### config.mk
export PLATFORM = sky130hd
export DESIGN_NAME = axis2axi_rd
export DESIGN_NICKNAME = d
export VERILOG_FILES = /design/src/design/axis2axi_rd_pkg.sv /design/src/design/axis2axi_rd.sv /design/src/design/fifo_stream_out.sv /design/src/design/sync_fifo.sv /design/src/design/axi_burst_reader.sv /design/src/design/burst_splitter.sv
export SDC_FILE = /design/constraint.sdc
export NUM_CORES = 1
export LEC_CHECK = 0
export ABC_AREA = 1
export BUFFER_PORTS_ARGS = -buffer_cell sky130_fd_sc_hd__buf_2
export CAP_MARGIN = 30
export CORE_ASPECT_RATIO = 1.75
export CORE_MARGIN = 3
export CORE_UTILIZATION = 30
export CTS_CLUSTER_SIZE = 20
export DETAILED_ROUTE_END_ITERATION = 8
export HOLD_SLACK_MARGIN = 0.03
export PLACE_DENSITY = 0.49
export SYNTH_ARGS = -nofsm -noshare
export SYNTH_HDL_FRONTEND = slang
export SYNTH_HIERARCHICAL = 1
export SYNTH_SLANG_ARGS = --single-unit
### constraint.sdc
create_clock -name clk_i -period 4.8 [get_ports clk_i]
set_input_delay 0.24 -clock clk_i [delete_from_list [all_inputs] [get_ports clk_i]]
set_output_delay 0.24 -clock clk_i [all_outputs]
set_load 0.1 [all_outputs]
### src/design/axis2axi_rd_pkg.sv
// **********************************************************
// Shared types and bus constants for the AXI read master
// **********************************************************

`default_nettype none

package axis2axi_rd_pkg;

   // Byte address on the AXI bus
   typedef logic [31:0] addr_t;

   // One 32-bit data beat
   typedef logic [31:0] data_t;

   // Transfer length or remaining count, in beats
   typedef logic [15:0] beat_cnt_t;

   // Width of arlen, fixed by AXI4
   localparam int AXI_LEN_W = 8;

   typedef logic [AXI_LEN_W-1:0] axi_len_t;

   // Address step of one 32-bit beat
   localparam int BYTES_PER_BEAT = 4;

endpackage

`default_nettype wire
### src/design/axis2axi_rd.sv
// **********************************************************
// AXI4 read master top: splitter, burst reader, buffer FIFO
// and stream output stage
// **********************************************************

`default_nettype none
`timescale 1ns/1ns

module axis2axi_rd #(
   parameter int MAX_BURST_W = 4,
   parameter int FIFO_ADDR_W = 5
) (
   input  wire                                clk_i,
   input  wire                                reset_i,
   input  wire                                start_i,
   input  wire axis2axi_rd_pkg::addr_t        addr_i,
   input  wire axis2axi_rd_pkg::beat_cnt_t    length_i,
   input  wire [MAX_BURST_W:0]                max_len_i,
   input  wire                                arready_i,
   input  wire axis2axi_rd_pkg::data_t        rdata_i,
   input  wire                                rvalid_i,
   input  wire                                rlast_i,
   input  wire                                tready_i,
   output wire                                busy_o,
   output wire axis2axi_rd_pkg::beat_cnt_t    remaining_o,
   output wire axis2axi_rd_pkg::addr_t        araddr_o,
   output wire axis2axi_rd_pkg::axi_len_t     arlen_o,
   output wire                                arvalid_o,
   output wire                                rready_o,
   output wire                                tvalid_o,
   output wire axis2axi_rd_pkg::data_t        tdata_o
);

   wire                         burst_start;
   axis2axi_rd_pkg::addr_t      burst_addr;
   wire [MAX_BURST_W:0]         burst_len;
   wire                         burst_busy;

   axis2axi_rd_pkg::data_t      fifo_wdata;
   wire                         fifo_wen;
   wire                         fifo_full;
   wire                         fifo_ren;
   axis2axi_rd_pkg::data_t      fifo_rdata;
   wire                         fifo_empty;
   wire [FIFO_ADDR_W:0]         fifo_level;

   burst_splitter #(
      .MAX_BURST_W(MAX_BURST_W),
      .FIFO_ADDR_W(FIFO_ADDR_W)
   ) u_splitter (
      .clk_i        (clk_i),
      .reset_i      (reset_i),
      .start_i      (start_i),
      .addr_i       (addr_i),
      .length_i     (length_i),
      .max_len_i    (max_len_i),
      .fifo_level_i (fifo_level),
      .reader_busy_i(burst_busy),
      .busy_o       (busy_o),
      .remaining_o  (remaining_o),
      .burst_start_o(burst_start),
      .burst_addr_o (burst_addr),
      .burst_len_o  (burst_len)
   );

   axi_burst_reader #(
      .MAX_BURST_W(MAX_BURST_W)
   ) u_reader (
      .clk_i        (clk_i),
      .reset_i      (reset_i),
      .burst_start_i(burst_start),
      .burst_addr_i (burst_addr),
      .burst_len_i  (burst_len),
      .arready_i    (arready_i),
      .rdata_i      (rdata_i),
      .rvalid_i     (rvalid_i),
      .rlast_i      (rlast_i),
      .fifo_full_i  (fifo_full),
      .busy_o       (burst_busy),
      .araddr_o     (araddr_o),
      .arlen_o      (arlen_o),
      .arvalid_o    (arvalid_o),
      .rready_o     (rready_o),
      .fifo_wdata_o (fifo_wdata),
      .fifo_wen_o   (fifo_wen)
   );

   // Buffer between the R channel and the output stream
   sync_fifo #(
      .FIFO_ADDR_W(FIFO_ADDR_W)
   ) u_fifo (
      .clk_i    (clk_i),
      .reset_i  (reset_i),
      .w_en_i   (fifo_wen),
      .w_data_i (fifo_wdata),
      .r_en_i   (fifo_ren),
      .w_full_o (fifo_full),
      .r_data_o (fifo_rdata),
      .r_empty_o(fifo_empty),
      .level_o  (fifo_level)
   );

   fifo_stream_out u_stream_out (
      .clk_i       (clk_i),
      .reset_i     (reset_i),
      .fifo_empty_i(fifo_empty),
      .fifo_rdata_i(fifo_rdata),
      .tready_i    (tready_i),
      .fifo_read_o (fifo_ren),
      .tvalid_o    (tvalid_o),
      .tdata_o     (tdata_o)
   );

endmodule

`default_nettype wire

### src/design/fifo_stream_out.sv
// **********************************************************
// Read-ahead stage from FIFO to a valid/ready stream
// **********************************************************

`default_nettype none
`timescale 1ns/1ns

module fifo_stream_out (
   input  wire                          clk_i,
   input  wire                          reset_i,
   input  wire                          fifo_empty_i,
   input  wire axis2axi_rd_pkg::data_t  fifo_rdata_i,
   input  wire                          tready_i,
   output logic                         fifo_read_o,
   output logic                         tvalid_o,
   output axis2axi_rd_pkg::data_t       tdata_o
);

   // Read issued last cycle, word now on the FIFO read port
   logic pending_q;
   // Word shown earlier and not yet taken
   logic held_q;

   // The FIFO read register is the output register, and it
   // keeps its word while no new read is issued
   assign tvalid_o = pending_q || held_q;
   assign tdata_o  = fifo_rdata_i;

   // Refill when the output slot is empty or drains this cycle
   assign fifo_read_o = !fifo_empty_i && (!tvalid_o || tready_i);

   always_ff @(posedge clk_i) begin
      if (reset_i) begin
         pending_q <= 1'b0;
         held_q    <= 1'b0;
      end else begin
         pending_q <= fifo_read_o;
         held_q    <= tvalid_o && !tready_i;
      end
   end

endmodule

`default_nettype wire

### src/design/sync_fifo.sv
// **********************************************************
// Single-clock FIFO with registered read data and level
// **********************************************************

`default_nettype none
`timescale 1ns/1ns

module sync_fifo #(
   parameter int FIFO_ADDR_W = 5
) (
   input  wire                          clk_i,
   input  wire                          reset_i,
   input  wire                          w_en_i,
   input  wire axis2axi_rd_pkg::data_t  w_data_i,
   input  wire                          r_en_i,
   output logic                         w_full_o,
   output axis2axi_rd_pkg::data_t       r_data_o,
   output logic                         r_empty_o,
   output logic [FIFO_ADDR_W:0]         level_o
);

   localparam int DEPTH = 1 << FIFO_ADDR_W;
   localparam logic [FIFO_ADDR_W:0] FULL_LEVEL = (FIFO_ADDR_W+1)'(DEPTH);

   axis2axi_rd_pkg::data_t  mem [DEPTH];
   logic [FIFO_ADDR_W-1:0]  wptr_q;
   logic [FIFO_ADDR_W-1:0]  rptr_q;
   logic [FIFO_ADDR_W:0]    level_q;
   axis2axi_rd_pkg::data_t  rdata_q;
   logic                    do_write;
   logic                    do_read;

   assign w_full_o  = (level_q == FULL_LEVEL);
   assign r_empty_o = (level_q == '0);

   // Requests past full or empty are dropped here
   assign do_write = w_en_i && !w_full_o;
   assign do_read  = r_en_i && !r_empty_o;

   always_ff @(posedge clk_i) begin
      if (reset_i) begin
         wptr_q  <= '0;
         rptr_q  <= '0;
         level_q <= '0;
      end else begin
         if (do_write) begin
            wptr_q <= wptr_q + 1'b1;
         end
         if (do_read) begin
            rptr_q <= rptr_q + 1'b1;
         end
         if (do_write && !do_read) begin
            level_q <= level_q + 1'b1;
         end else if (do_read && !do_write) begin
            level_q <= level_q - 1'b1;
         end
      end
   end

   always_ff @(posedge clk_i) begin
      if (do_write) begin
         mem[wptr_q] <= w_data_i;
      end
   end

   // Read word holds until the next read
   always_ff @(posedge clk_i) begin
      if (do_read) begin
         rdata_q <= mem[rptr_q];
      end
   end

   assign r_data_o = rdata_q;
   assign level_o  = level_q;

endmodule

`default_nettype wire

### src/design/axi_burst_reader.sv
// **********************************************************
// AXI4 burst reader: one AR request per burst, R beats
// written straight into the buffer FIFO
// **********************************************************

`default_nettype none
`timescale 1ns/1ns

module axi_burst_reader #(
   parameter int MAX_BURST_W = 4
) (
   input  wire                             clk_i,
   input  wire                             reset_i,
   input  wire                             burst_start_i,
   input  wire axis2axi_rd_pkg::addr_t     burst_addr_i,
   input  wire [MAX_BURST_W:0]             burst_len_i,
   input  wire                             arready_i,
   input  wire axis2axi_rd_pkg::data_t     rdata_i,
   input  wire                             rvalid_i,
   input  wire                             rlast_i,
   input  wire                             fifo_full_i,
   output logic                            busy_o,
   output axis2axi_rd_pkg::addr_t          araddr_o,
   output axis2axi_rd_pkg::axi_len_t       arlen_o,
   output logic                            arvalid_o,
   output logic                            rready_o,
   output axis2axi_rd_pkg::data_t          fifo_wdata_o,
   output logic                            fifo_wen_o
);

   typedef enum logic [1:0] {
      IDLE,
      ADDR,
      DATA
   } state_t;

   state_t                    state_q;
   axis2axi_rd_pkg::addr_t    araddr_q;
   axis2axi_rd_pkg::axi_len_t arlen_q;
   logic                      r_accept;

   // R beats only taken while the FIFO can store them
   assign rready_o = (state_q == DATA) && !fifo_full_i;
   assign r_accept = rvalid_i && rready_o;

   always_ff @(posedge clk_i) begin
      if (reset_i) begin
         state_q <= IDLE;
      end else begin
         case (state_q)
            IDLE: begin
               if (burst_start_i) begin
                  state_q <= ADDR;
               end
            end
            ADDR: begin
               if (arready_i) begin
                  state_q <= DATA;
               end
            end
            DATA: begin
               if (r_accept && rlast_i) begin
                  state_q <= IDLE;
               end
            end
            default: begin
               state_q <= IDLE;
            end
         endcase
      end
   end

   // Request held stable while arvalid is up
   always_ff @(posedge clk_i) begin
      if (state_q == IDLE && burst_start_i) begin
         araddr_q <= burst_addr_i;
         arlen_q  <= axis2axi_rd_pkg::axi_len_t'(burst_len_i - 1'b1);
      end
   end

   assign busy_o       = (state_q != IDLE);
   assign arvalid_o    = (state_q == ADDR);
   assign araddr_o     = araddr_q;
   assign arlen_o      = arlen_q;
   assign fifo_wen_o   = r_accept;
   assign fifo_wdata_o = rdata_i;

endmodule

`default_nettype wire

### src/design/burst_splitter.sv
// **********************************************************
// Burst splitter: cuts a transfer into AXI bursts that fit
// both the maximum burst length and the free FIFO space
// **********************************************************

`default_nettype none
`timescale 1ns/1ns

module burst_splitter #(
   parameter int MAX_BURST_W = 4,
   parameter int FIFO_ADDR_W = 5
) (
   input  wire                                clk_i,
   input  wire                                reset_i,
   input  wire                                start_i,
   input  wire axis2axi_rd_pkg::addr_t        addr_i,
   input  wire axis2axi_rd_pkg::beat_cnt_t    length_i,
   input  wire [MAX_BURST_W:0]                max_len_i,
   input  wire [FIFO_ADDR_W:0]                fifo_level_i,
   input  wire                                reader_busy_i,
   output logic                               busy_o,
   output axis2axi_rd_pkg::beat_cnt_t         remaining_o,
   output logic                               burst_start_o,
   output axis2axi_rd_pkg::addr_t             burst_addr_o,
   output logic [MAX_BURST_W:0]               burst_len_o
);

   typedef enum logic {
      IDLE,
      ISSUE
   } state_t;

   localparam logic [FIFO_ADDR_W:0] FIFO_DEPTH = (FIFO_ADDR_W+1)'(1 << FIFO_ADDR_W);

   state_t                     state_q;
   axis2axi_rd_pkg::beat_cnt_t remaining_q;
   axis2axi_rd_pkg::addr_t     next_addr_q;

   logic [FIFO_ADDR_W:0]       free_space;
   axis2axi_rd_pkg::beat_cnt_t free_beats;
   axis2axi_rd_pkg::beat_cnt_t max_beats;
   axis2axi_rd_pkg::beat_cnt_t burst_beats;
   axis2axi_rd_pkg::addr_t     burst_bytes;
   logic [MAX_BURST_W:0]       burst_len;
   logic                       burst_go;

   // Everything compared in beat-count width
   assign free_space  = FIFO_DEPTH - fifo_level_i;
   assign free_beats  = axis2axi_rd_pkg::beat_cnt_t'(free_space);
   assign max_beats   = axis2axi_rd_pkg::beat_cnt_t'(max_len_i);
   assign burst_beats = axis2axi_rd_pkg::beat_cnt_t'(burst_len);
   assign burst_bytes = axis2axi_rd_pkg::addr_t'(burst_beats)
                        * axis2axi_rd_pkg::addr_t'(axis2axi_rd_pkg::BYTES_PER_BEAT);

   // Length of the next burst, zero when none can go out
   always_comb begin
      burst_len = '0;
      if (state_q == ISSUE && !reader_busy_i && remaining_q != '0) begin
         if (remaining_q <= max_beats && remaining_q <= free_beats) begin
            // Tail of the transfer fits in one burst
            burst_len = remaining_q[MAX_BURST_W:0];
         end else if (free_beats >= max_beats) begin
            burst_len = max_len_i;
         end
      end
   end

   assign burst_go = (burst_len != '0);

   always_ff @(posedge clk_i) begin
      if (reset_i) begin
         state_q     <= IDLE;
         remaining_q <= '0;
      end else begin
         case (state_q)
            IDLE: begin
               if (start_i) begin
                  remaining_q <= length_i;
                  state_q     <= ISSUE;
               end
            end
            ISSUE: begin
               if (burst_go) begin
                  remaining_q <= remaining_q - burst_beats;
               end else if (remaining_q == '0 && !reader_busy_i) begin
                  // Last burst has fully landed in the FIFO
                  state_q <= IDLE;
               end
            end
            default: begin
               state_q <= IDLE;
            end
         endcase
      end
   end

   always_ff @(posedge clk_i) begin
      if (state_q == IDLE && start_i) begin
         next_addr_q <= addr_i;
      end else if (burst_go) begin
         next_addr_q <= next_addr_q + burst_bytes;
      end
   end

   assign busy_o        = (state_q != IDLE);
   assign remaining_o   = remaining_q;
   assign burst_start_o = burst_go;
   assign burst_addr_o  = next_addr_q;
   assign burst_len_o   = burst_len;

endmodule

`default_nettype wire

## Yosys cells after proc, flatten, opt, wreduce, memory -nomap -nowiden

Memories as Yosys holds them, arrays and structs flattened. A register that Yosys moved wholly into a read port is not among the register bits.
Cells that the tools add are included.

| word-level totals | value |
|---|---|
| register bits after elaboration | 109 |
| output and inout bits | 92 |
| bits in writable memories | 1024 |
| input bits | 92 |
| memories | 1 |

| operators by class | value |
|---|---|
| eq/ne operators | 8 |
| add/sub/neg operators | 8 |
| order comparisons | 3 |
| reductions and logical operators | 34 |
| multiplexer cells | 20 |
| bitwise logic cells | 1 |

Memory list:

| name | depth | width | rd ports | clocked after memory_dff | wr ports | RTL line | RTL |
|---|---|---|---|---|---|---|---|
| u_fifo.mem | 32 | 32 | 1 | 1 | 1 | sync_fifo.sv:25 | `axis2axi_rd_pkg::data_t mem [DEPTH];` |

Operator list:

| kind | number |
|---|---|
| $mux W32 | 2 |
| $add A32 B7 Y32 | 1 |
| $mux W16 | 2 |
| $pmux W16 S2 | 1 |
| $le A16 B5 Y1 | 1 |
| $le A16 B6 Y1 | 1 |
| $logic_not A16 Y1 | 1 |
| $reduce_bool A16 Y1 | 1 |
| $sub A16 B5 Y16 | 1 |
| $logic_and A1 B1 Y1 | 15 |
| $mux W5 | 3 |
| $mux W6 | 2 |
| $add A5 B1 Y5 const B | 2 |
| $logic_not A1 Y1 | 7 |
| $add A6 B1 Y6 const B | 1 |
| $eq A6 B6 Y1 const B | 1 |
| $ge A6 B5 Y1 | 1 |
| $logic_not A6 Y1 | 1 |
| $mux W2 | 3 |
| $ne A2 B2 Y1 const B | 3 |
| $pmux W2 S3 | 1 |
| $reduce_bool A2 Y1 | 3 |
| $sub A5 B1 Y6 const B | 1 |
| $sub A6 B1 Y6 const B | 1 |
| 12 further kinds | 18 |

## Longest topological paths before layout

Gate-level depths: netlist of run 1.

| logic depth | value |
|---|---|
| depth after elaboration | 9 |
| depth in mapped cells | 32 |

## By module

Netlist of run 1, hierarchy kept.

Modules (own cells, without submodules):

| module | times used | seq. area each (µm²) | area an instance (µm²) | cells each |
|---|---|---|---|---|
| sync_fifo | 1 | 32030.7 | 45267.2 | 4142 |
| burst_splitter | 1 | 1301.2 | 4204.0 | 614 |
| axi_burst_reader | 1 | 1181.1 | 1587.8 | 105 |
| fifo_stream_out | 1 | 40.0 | 322.8 | 42 |

## Worst setup path after synthesis of run 1

No wires, ideal clock.

| timing | value |
|---|---|
| path kind | register to register |
| start point | reg u_splitter.remaining_q[0] (netlist: u_splitter/remaining_o[0]) |
| end point | reg u_splitter.remaining_q[14] (netlist: u_splitter/remaining_o[14]) |
| cell stages (with the launch flop) | 24 |
| setup time | 0.117 ns |
| path slack | 0.605 ns |
| path buffers | 0 |
| arrival time | 4.079 ns |
| required time | 4.683 ns |
| cells stage by stage | dfxtp_1 -> inv_1 -> ha_1 -> nand2_1 -> nor2_1 -> nand3_1 -> nand2_4 -> nand2_4 -> a21boi_4 -> nor2_4 -> ha_1 -> inv_1 -> fa_1 -> nand3_1 -> nand3_1 -> a21boi_0 -> nand2_1 -> nor2_1 -> nand3_1 -> xor2_1 -> mux2i_1 -> nand2_1 -> nand2_1 -> nor2_1 |

| between the ends | value |
|---|---|
| longest elaborated chain between the ends | 7 |
| elaborated cells between the ends (all ways) | 13 |
| those cells by class | 1 x add/sub; 2 x order compare; 1 x eq/ne; 4 x mux; 5 x reduce/logical |

Ends and longest elaborated chain:

| what | RTL line | RTL |
|---|---|---|
| start: declaration | burst_splitter.sv:36 | `axis2axi_rd_pkg::beat_cnt_t remaining_q;` |
| start signal: assignment | burst_splitter.sv:78 | `remaining_q <= length_i;` |
| start signal: assignment | burst_splitter.sv:84 | `remaining_q <= remaining_q - burst_beats;` |
| $le A16 B5 Y1 / $le A16 B6 Y1 (equally long branches) | burst_splitter.sv:59 | `if (remaining_q <= max_beats && remaining_q <= free_beats) begin` |
| $logic_and A1 B1 Y1 | burst_splitter.sv:59 |  |
| $mux W5 | burst_splitter.sv:59 |  |
| $mux W5 (*) | burst_splitter.sv:58 | `if (state_q == ISSUE && !reader_busy_i && remaining_q != '0) begin` |
| net burst_len[0] | axis2axi_rd.sv:36 | `wire [MAX_BURST_W:0] burst_len;` |
| $sub A16 B5 Y16 / $reduce_bool A5 Y1 (equally long branches) | burst_splitter.sv:84, burst_splitter.sv:68 |  |
| $mux W16 / $ne A2 B1 Y1 (equally long branches) | n/a |  |
| $pmux W16 S2 / $reduce_and A2 Y1 (equally long branches) | n/a |  |

The timed path passes the listed nets; every way through them passes the cells marked *. The select of a mux whose other input is x is not followed.
A chain may end at the register's enable or synchronous reset.

## Final worst setup path of run 1

| timing | value |
|---|---|
| start point | reg u_fifo.level_q[0] (netlist: u_fifo/level_o[0]) |
| end point | reg u_splitter.next_addr_q[28] (netlist: u_splitter/burst_addr_o[28]) (data pin) |

| between the ends | value |
|---|---|
| longest elaborated chain between the ends | 8 |
| elaborated cells between the ends (all ways) | 10 |
| those cells by class | 2 x add/sub; 2 x order compare; 5 x mux; 1 x reduce/logical |

Ends and longest elaborated chain:

| what | RTL line | RTL |
|---|---|---|
| start: declaration | sync_fifo.sv:28 | `logic [FIFO_ADDR_W:0] level_q;` |
| start signal: assignment | sync_fifo.sv:53 | `level_q <= level_q + 1'b1;` |
| start signal: assignment | sync_fifo.sv:55 | `level_q <= level_q - 1'b1;` |
| $sub A6 B6 Y6 (*) | burst_splitter.sv:48 | `assign free_space = FIFO_DEPTH - fifo_level_i;` |
| $le A16 B6 Y1 / $ge A6 B5 Y1 (equally long branches) | burst_splitter.sv:59, burst_splitter.sv:62 |  |
| $logic_and A1 B1 Y1 / $mux W5 (equally long branches) | burst_splitter.sv:59, burst_splitter.sv:62 |  |
| $mux W5 (*) | burst_splitter.sv:59 |  |
| $mux W5 (*) | burst_splitter.sv:58 |  |
| net burst_len[0] | axis2axi_rd.sv:36 |  |
| $add A32 B7 Y32 (*) | burst_splitter.sv:101 | `next_addr_q <= next_addr_q + burst_bytes;` |
| $mux W32 (*) | burst_splitter.sv:100 | `end else if (burst_go) begin` |
| $mux W32 (*) | burst_splitter.sv:98 | `if (state_q == IDLE && start_i) begin` |
| end signal: assignment | burst_splitter.sv:99 | `next_addr_q <= addr_i;` |
| end signal: assignment | burst_splitter.sv:101 |  |
| end: declaration | burst_splitter.sv:37 | `axis2axi_rd_pkg::addr_t next_addr_q;` |

Marks and branches as above.

==> qor.yml, run 1 <==
status: "complete, no violations"
post-route-min-period_ns: 4.45
n_fill_cell: 16831
min_path_cells: 1
grt_max_degree: 163
dp_hpwl_um: 88300
die_area_um2: 176000
cts_tree: "built"
relSlewSlack_pct: 30.3
min_to: "u_fifo/mem[18][14]"
rows: 200
synth_area_um2: 51400
switching_power_w: 0.0131
clock_sinks: 1163
rsz0062_at_grt: "true"
multiInputGateArea_um2: 12900
cpPeakStageDelay_ns: 0.38
drc: 0
ys_ff_latch: 1163
fin_crit_sh_pct: 92.7
gp_congestion: 0.838
dr_wl_met3_um: 6490
critPathSlowestCell: "dfxtp_2"
crit_type: "flip-flop to flip-flop"
setup_violations: 0
wl_met2_um: 82700
vias_per_cell: 4.67
cts_buffers: 112
synth_top_area_share_pct: 65.8
avgSynthCellArea_um2: 10.5
combPwrFrac_pct: 34.1
vias: 34559
p_per_area_nw_per_um2: 549
r2r_cells: 28
skew_ns: 0.0305
track_usage_pct: 17.3
synthCells: 4903
power_frac_clock_pct: 27.3
fin_area_um2: 59100
r2r-start: "u_fifo/level_o[0]"
synth.top_cells.by_count: "nand2_1 (1645), edfxtp_1 (1126), nand3_1 (655)"
critPathMaxFanout: 6
antenna_found_initial: 13
grt_pass1_vias: 33442
met1_length_um: 63200
p_leak_nw: 23.8
switching_share_pct: 40.2
holdWs_ns: 0.0675
coreArea_um2: 170000
fin_nets: 5217
synth_top_flop_cell: "edfxtp_1"
firstDrtPassIters: 5
worst-endpoint-arrival_ns: 5.01
hold_viol: 0
io_pins: 184
clk_latency_ns: 0.73
worstSetupEndpointType: "flip-flop"
post_dp_cell_area_um2: 54600
r2r_setup_slack_ns: 0.35
fp.dieH_um: 553
ir_drop_mv: 0.436
root_buffer: "clkbuf_16"
final-seq-area_um2: 34600
syn_nets: 5036
clk_pin_slew_ns: 0.06
synth_edf_count: 1126
finish.utilization_pct: 34.8
yosys_warnings: 6
ant_nets: 0
h-tree-depth: 3
r2r-end: "u_splitter/burst_addr_o[28]"
intPower_w: 0.0194
fmax_mhz: 225
cap_violations: 0
synth-seq-area-share_pct: 67.2
hold_path_startpoint: "rdata_i[14]"
cts_buffer_depth: 3
gr-total-overflow: 0
syn2layout_area_growth_pct: 15.1
start_kind: "flip-flop"
drtIter0Drc: 2673
hold_class: "input pin to flip-flop"
cp_data_required_time_ns: 5.36
start_util_pct: 30.2
synthTopCellsByArea: "edfxtp_1 (66%), nand2_1 (12%), nand3_1 (6.4%), inv_1 (4.6%), dfxtp_1 (1.4%)"
fp.dieW_um: 319
grt_pass1_wl_um: 227000
pwr-share-seq_pct: 38.5
drive_gt1_share_pct: 10.6
synth_top_cell_by_area: "edfxtp_1"
port_buffers: 183
synth.distinct_cells: 48
dp.cells: 7107
crit_top_cell: "nand2_1"
synth.most_common_cell: "nand2_1"
total_power_w: 0.0325
routedWlPerCell_um: 21.1
top_layer_used: "met5"
finalMaxSlewViolations: 0
worst_slew_pin_slew_ns: 1.05
wl_um: 156000
async_flop_share_pct: 0
final_cells: 7405
[sequential cells by signal, indices dropped and copies added, names as in the netlist, 2 cells and up]
| signal | flops |
|---|---|
| u_fifo/level_o | 6 |
| u_fifo/mem | 1024 |
| u_fifo/r_data_o | 32 |
| u_fifo/rptr_q | 5 |
| u_fifo/wptr_q | 5 |
| u_reader/araddr_o | 32 |
| u_reader/arlen_o | 6 |
| u_reader/state_q | 2 |
| u_splitter/burst_addr_o | 32 |
| u_splitter/remaining_o | 16 |
[kinds of logic (layout without fill, tap and decap cells)]
family / count (synthesis) / after routing / synth area share (%)
flops: 1163 / 1163 / 67.2
xor+xnor: 32 / 32 / 0.545
simple gates: 2565 / 2565 / 20.8
buf+inv: 933 / 1206 / 8.10
fa+ha+maj: 41 / 41 / 1.04
other cells: 0 / 7 / 0
mux: 6 / 6 / 0.117
compound gates: 163 / 163 / 2.10
[worst max-delay path: cells and delay by family (launching register included)]
kind | cells | cell delay (ns)
compound gates | 3 | 0.43
xor+xnor | 1 | 0.24
fa+ha+maj | 4 | 0.95
buf+inv | 3 | 0.22
simple gates | 17 | 2.08
flops | 1 | 0.38
[through the flow]
step           setup slack, ns  TNS [ns]
2_1_floorplan            0.605         0
3_3_place_gp             0.222         0
3_5_place_dp             0.171         0
4_1_cts                  0.162         0
5_1_grt                -0.0547   -0.0555
6_report                 0.351         0
[what timing repair did]
| item | CTS | global route |
|---|---|---|
| hold buffers | 84 | 0 |
| hold endpoints to repair | 838 | 0 |
| resized for setup | 0 | 6 |
| setup endpoints to repair | 0 | 11 |
| setup buffers | 0 | 1 |
[routing by layer]
metal	global-route usage, %	vias to the layer above
li1	-	16400
met1	20.6	17163
met2	32.4	800
met3	2.39	192
met4	4.21	4
met5	0	-
[cell usage in the layout, fill, tap and decap left out, types with 7 or more instances in the layout]
cell type,synthesis,final
buf_2,147,183
buf_12,0,22
o21ai_0,28,28
ha_1,38,38
clkbuf_16,0,114
clkinv_1,1,23
nand2_1,1645,1644
dlygate4sd3_1,0,84
dfxtp_1,37,32
nor3_1,13,12
buf_4,84,69
diode_2,0,7
inv_2,8,10
clkinv_2,0,20
nor2_4,2,33
clkbuf_1,32,25
inv_1,630,626
nand4_1,21,21
nand3_1,655,655
edfxtp_1,1126,1126
a21oi_1,86,86
nor2_1,188,155
nand2_2,7,7
xnor2_1,14,14
nor2_2,6,8
o211ai_2,29,29
bufinv_16,0,9
xor2_1,18,18
[power groups by stage]
stage | combinational [W] | clock (W) | sequential [W]
final | 0.0111 | 0.00888 | 0.0125
after CTS | 0.0112 | 0.00912 | 0.0125
after global routing | 0.0121 | 0.00949 | 0.0126
after global placement | 0.0111 | 0 | 0.0127
after detailed placement | 0.0111 | 0 | 0.0127
after floorplan | 0.00703 | 0 | 0.0142
[cell type report]
class | instances | share of cell area [%]
Timing Repair Buffer | 360 | 4.69
Multi-Input combinational cell | 2807 | 21.9
Inverter | 640 | 4.11
Tap cell | 2222 | 4.70
Sequential cell | 1163 | 58.5
Clock inverter | 65 | 1.11
Clock buffer | 141 | 5.03
Antenna cell | 7 | 0.0296
[worst max path at each step]
stage | startpoint | endpoint | slack (ns) | cells past startpoint
2_1_floorplan | u_splitter/remaining_o[0] | u_splitter/remaining_o[14] | 0.60 | 23
3_3_place_gp | u_fifo/level_o[0] | u_splitter/burst_addr_o[16] | 0.22 | 28
3_5_place_dp | u_fifo/level_o[0] | u_splitter/burst_addr_o[16] | 0.17 | 28
4_1_cts | u_fifo/level_o[0] | u_splitter/burst_addr_o[16] | 0.16 | 28
5_1_grt | u_fifo/level_o[1] | u_splitter/burst_addr_o[28] | -0.05 | 28
6_report | u_fifo/level_o[0] | u_splitter/burst_addr_o[28] | 0.35 | 28
Note: power is estimated with default switching activity, not from simulation.
==> run 2: changes to the inputs <==
--- a/config.mk
+++ b/config.mk
@@ -5,7 +5,6 @@
 export SDC_FILE = /design/constraint.sdc
 export NUM_CORES = 1
 export LEC_CHECK = 0
-export ABC_AREA = 1
 export BUFFER_PORTS_ARGS = -buffer_cell sky130_fd_sc_hd__buf_2
 export CAP_MARGIN = 30
 export CORE_ASPECT_RATIO = 1.75
==> run 2 against run 1 <==
Final cell count fell by 35%; sequential power barely moved; global-route usage fell by 1.3 points; critical path depth fell by 6; sequential share of layout area rose by 4.9 points; combinational power fell by 32%; critical endpoint is now u_splitter/burst_addr_o[27]; worst setup slack got worse by 0.18 ns; via count fell by 29%; core utilization rose by 0.77 points; non-clock buffer count rose by 21; clock skew rose by 0.012 ns.
==> qor.yml, run 2 <==
status: "complete, no violations"
setup_violations: 0
hold_path_startpoint: "rdata_i[15]"
p_per_area_nw_per_um2: 517
ys_ff_latch: 1163
hold_viol: 0
r2r_setup_slack_ns: 0.17
die_area_um2: 159000
cp_data_required_time_ns: 5.35
dp_hpwl_um: 75000
grt_max_degree: 101
vias_per_cell: 5.06
synthTopCellsByArea: "edfxtp_1 (73%), mux4_2 (9.4%), mux2i_1 (2.8%), dfxtp_1 (1.6%), a22oi_1 (1.5%)"
synthCells: 2431
syn_nets: 2564
fp.dieH_um: 526
synth_top_cell_by_area: "edfxtp_1"
clock_sinks: 1163
fin_nets: 2862
port_buffers: 183
fp.dieW_um: 303
h-tree-depth: 3
cts_tree: "built"
clk_pin_slew_ns: 0.06
grt_pass1_vias: 25802
synth_top_area_share_pct: 72.9
critPathTopFamily: "simple AND/OR/NAND/NOR gates"
cp_cell_sequence: "buf_4 > or3_4 > xor2_2 > inv_1 > ha_1 > and3_4 > o21ai_0 > nand3_1 > a211oi_2 > buf_4 > o21ai_1 > and2_4 > ha_1 > a21o_1 > a21oi_2 > o21bai_1 > a21oi_2 > buf_4 > nor4_2 > buf_4 > or4b_2 > a31oi_1"
drive_gt1_share_pct: 26.3
async_flop_share_pct: 0
drtIter0Drc: 1960
crit_type: "flip-flop to flip-flop"
finish.utilization_pct: 35.6
holdWs_ns: 0.0748
critPathMaxFanout: 7
synth.most_common_cell: "edfxtp_1"
r2r-start: "u_fifo/level_o[1]"
path_buf_inv: 5
crit_top_cell: "buf_4"
tns_ns: 0
fin_area_um2: 54500
post-route-min-period_ns: 4.63
syn2layout_area_growth_pct: 17.6
fmax_mhz: 216
fin_crit_sh_pct: 96.5
final_cell_mix: "edfxtp_1 (1126), mux4_2 (193), buf_2 (183)"
min_path_cells: 1
coreArea_um2: 153000
worstSetupEndpointType: "flip-flop"
critPathSlowestCell: "or4b_2"
final-seq-area_um2: 34600
root_buffer: "clkbuf_16"
ant_nets: 0
r2r-end: "u_splitter/burst_addr_o[27]"
cts_buffers: 104
synth_edf_count: 1126
antenna_found_initial: 3
track_usage_pct: 15.9
finalMaxSlewViolations: 0
dp.cells: 4553
routedWlPerCell_um: 26.6
cpPeakStageDelay_ns: 0.59
start_kind: "flip-flop"
worst_slew_pin_slew_ns: 1.02
start_util_pct: 30.2
cap_violations: 0
vias: 24447
drc: 0
synth.distinct_cells: 78
synth.top_cells.by_count: "edfxtp_1 (1126), mux4_2 (193), mux2i_1 (132)"
synth-seq-area-share_pct: 74.5
yosys_warnings: 6
p_leak_nw: 17.2
clk_latency_ns: 0.72
ir_drop_mv: 0.515
avgSynthCellArea_um2: 19.1
largest_register_ffs: 1024
rows: 190
worst-endpoint-arrival_ns: 5.18
gr-total-overflow: 0
n_fill_cell: 14255
hold_class: "input pin to flip-flop"
grt_pass1_wl_um: 184000
wl_um: 129000
min_to: "u_fifo/mem[4][15]"
final_cells: 4836
io_pins: 184
firstDrtPassIters: 5
relSlewSlack_pct: 31.7
top_register: "u_fifo/mem"
r2r_cells: 22
layout_commonest_cell: "edfxtp_1"
synth_top_flop_cell: "edfxtp_1"
cts_buffer_depth: 3
skew_ns: 0.0423
post_dp_cell_area_um2: 50100
gp_congestion: 0.801
multiInputGateArea_um2: 11000
synth_area_um2: 46400
run 2: worst max path at each step:
stage                           start                          end  slack, ns  cells after the start
floorplan           u_fifo/level_o[0]  u_splitter/burst_addr_o[25]       0.08                     21
global placement    u_fifo/level_o[0]  u_splitter/burst_addr_o[24]      -0.06                     21
detailed placement  u_fifo/level_o[0]  u_splitter/burst_addr_o[24]      -0.20                     21
CTS                 u_fifo/level_o[0]  u_splitter/burst_addr_o[25]      0.002                     23
global route        u_fifo/level_o[0]  u_splitter/burst_addr_o[27]      -0.14                     23
finish              u_fifo/level_o[1]  u_splitter/burst_addr_o[27]       0.17                     22
run 2: cells by family (layout without fill, tap and decap cells):
family,Yosys count,in the layout,synth area share [%]
flip-flops,1163,1163,74.5
AND/OR/NAND/NOR,283,283,3.17
AO/OA/AOI/OAI,352,352,5.37
buffers and inverters,225,611,2.72
other,0,3,0
adder cells (fa/ha/maj),41,41,1.16
XOR/XNOR,41,41,0.791
multiplexers,326,326,12.3
run 2: repair_timing:
action | CTS | global route
endpoints found under the hold margin | 883 | 0
pin swaps | 0 | 9
hold buffers | 84 | 0
setup endpoints to repair | 11 | 24
buffers inserted | 0 | 2
resized for setup | 4 | 27
run 2: power by group:
part	total (W)	leakage, nW	switching [W]	internal (W)
clock network	0.00838	1.66	0.00377	0.00461
registers	0.0123	10.5	0.000440	0.0118
logic	0.00756	5.06	0.00518	0.00238
run 2: through the flow:
| stage | total power, W | setup slack (ns) |
|---|---|---|
| global placement | 0.0198 | -0.0592 |
| global route | 0.0293 | -0.136 |
| CTS | 0.0284 | 0.00175 |
| detailed placement | 0.0199 | -0.204 |
| finish | 0.0282 | 0.167 |
| floorplan | 0.0181 | 0.0757 |
run 2: layer usage:
layer  part of all wire, %  track usage, %  vias up
met5                     0               0        -
met4                   2.9            5.09        0
met3                   4.3            2.17      180
met2                    55            30.0      690
met1                    38            18.4    13077
li1                      -               -    10500
run 2: layout make-up:
class                   instances  share of cell area (%)
inverters                      36                   0.248
flip-flops and latches       1163                    63.4
diodes                          3                  0.0138
repair buffers                381                    5.36
clock inverters                59                    1.13
well taps                    2016                    4.63
clock buffers                 135                    5.10
multi-input cells            1043                    20.1
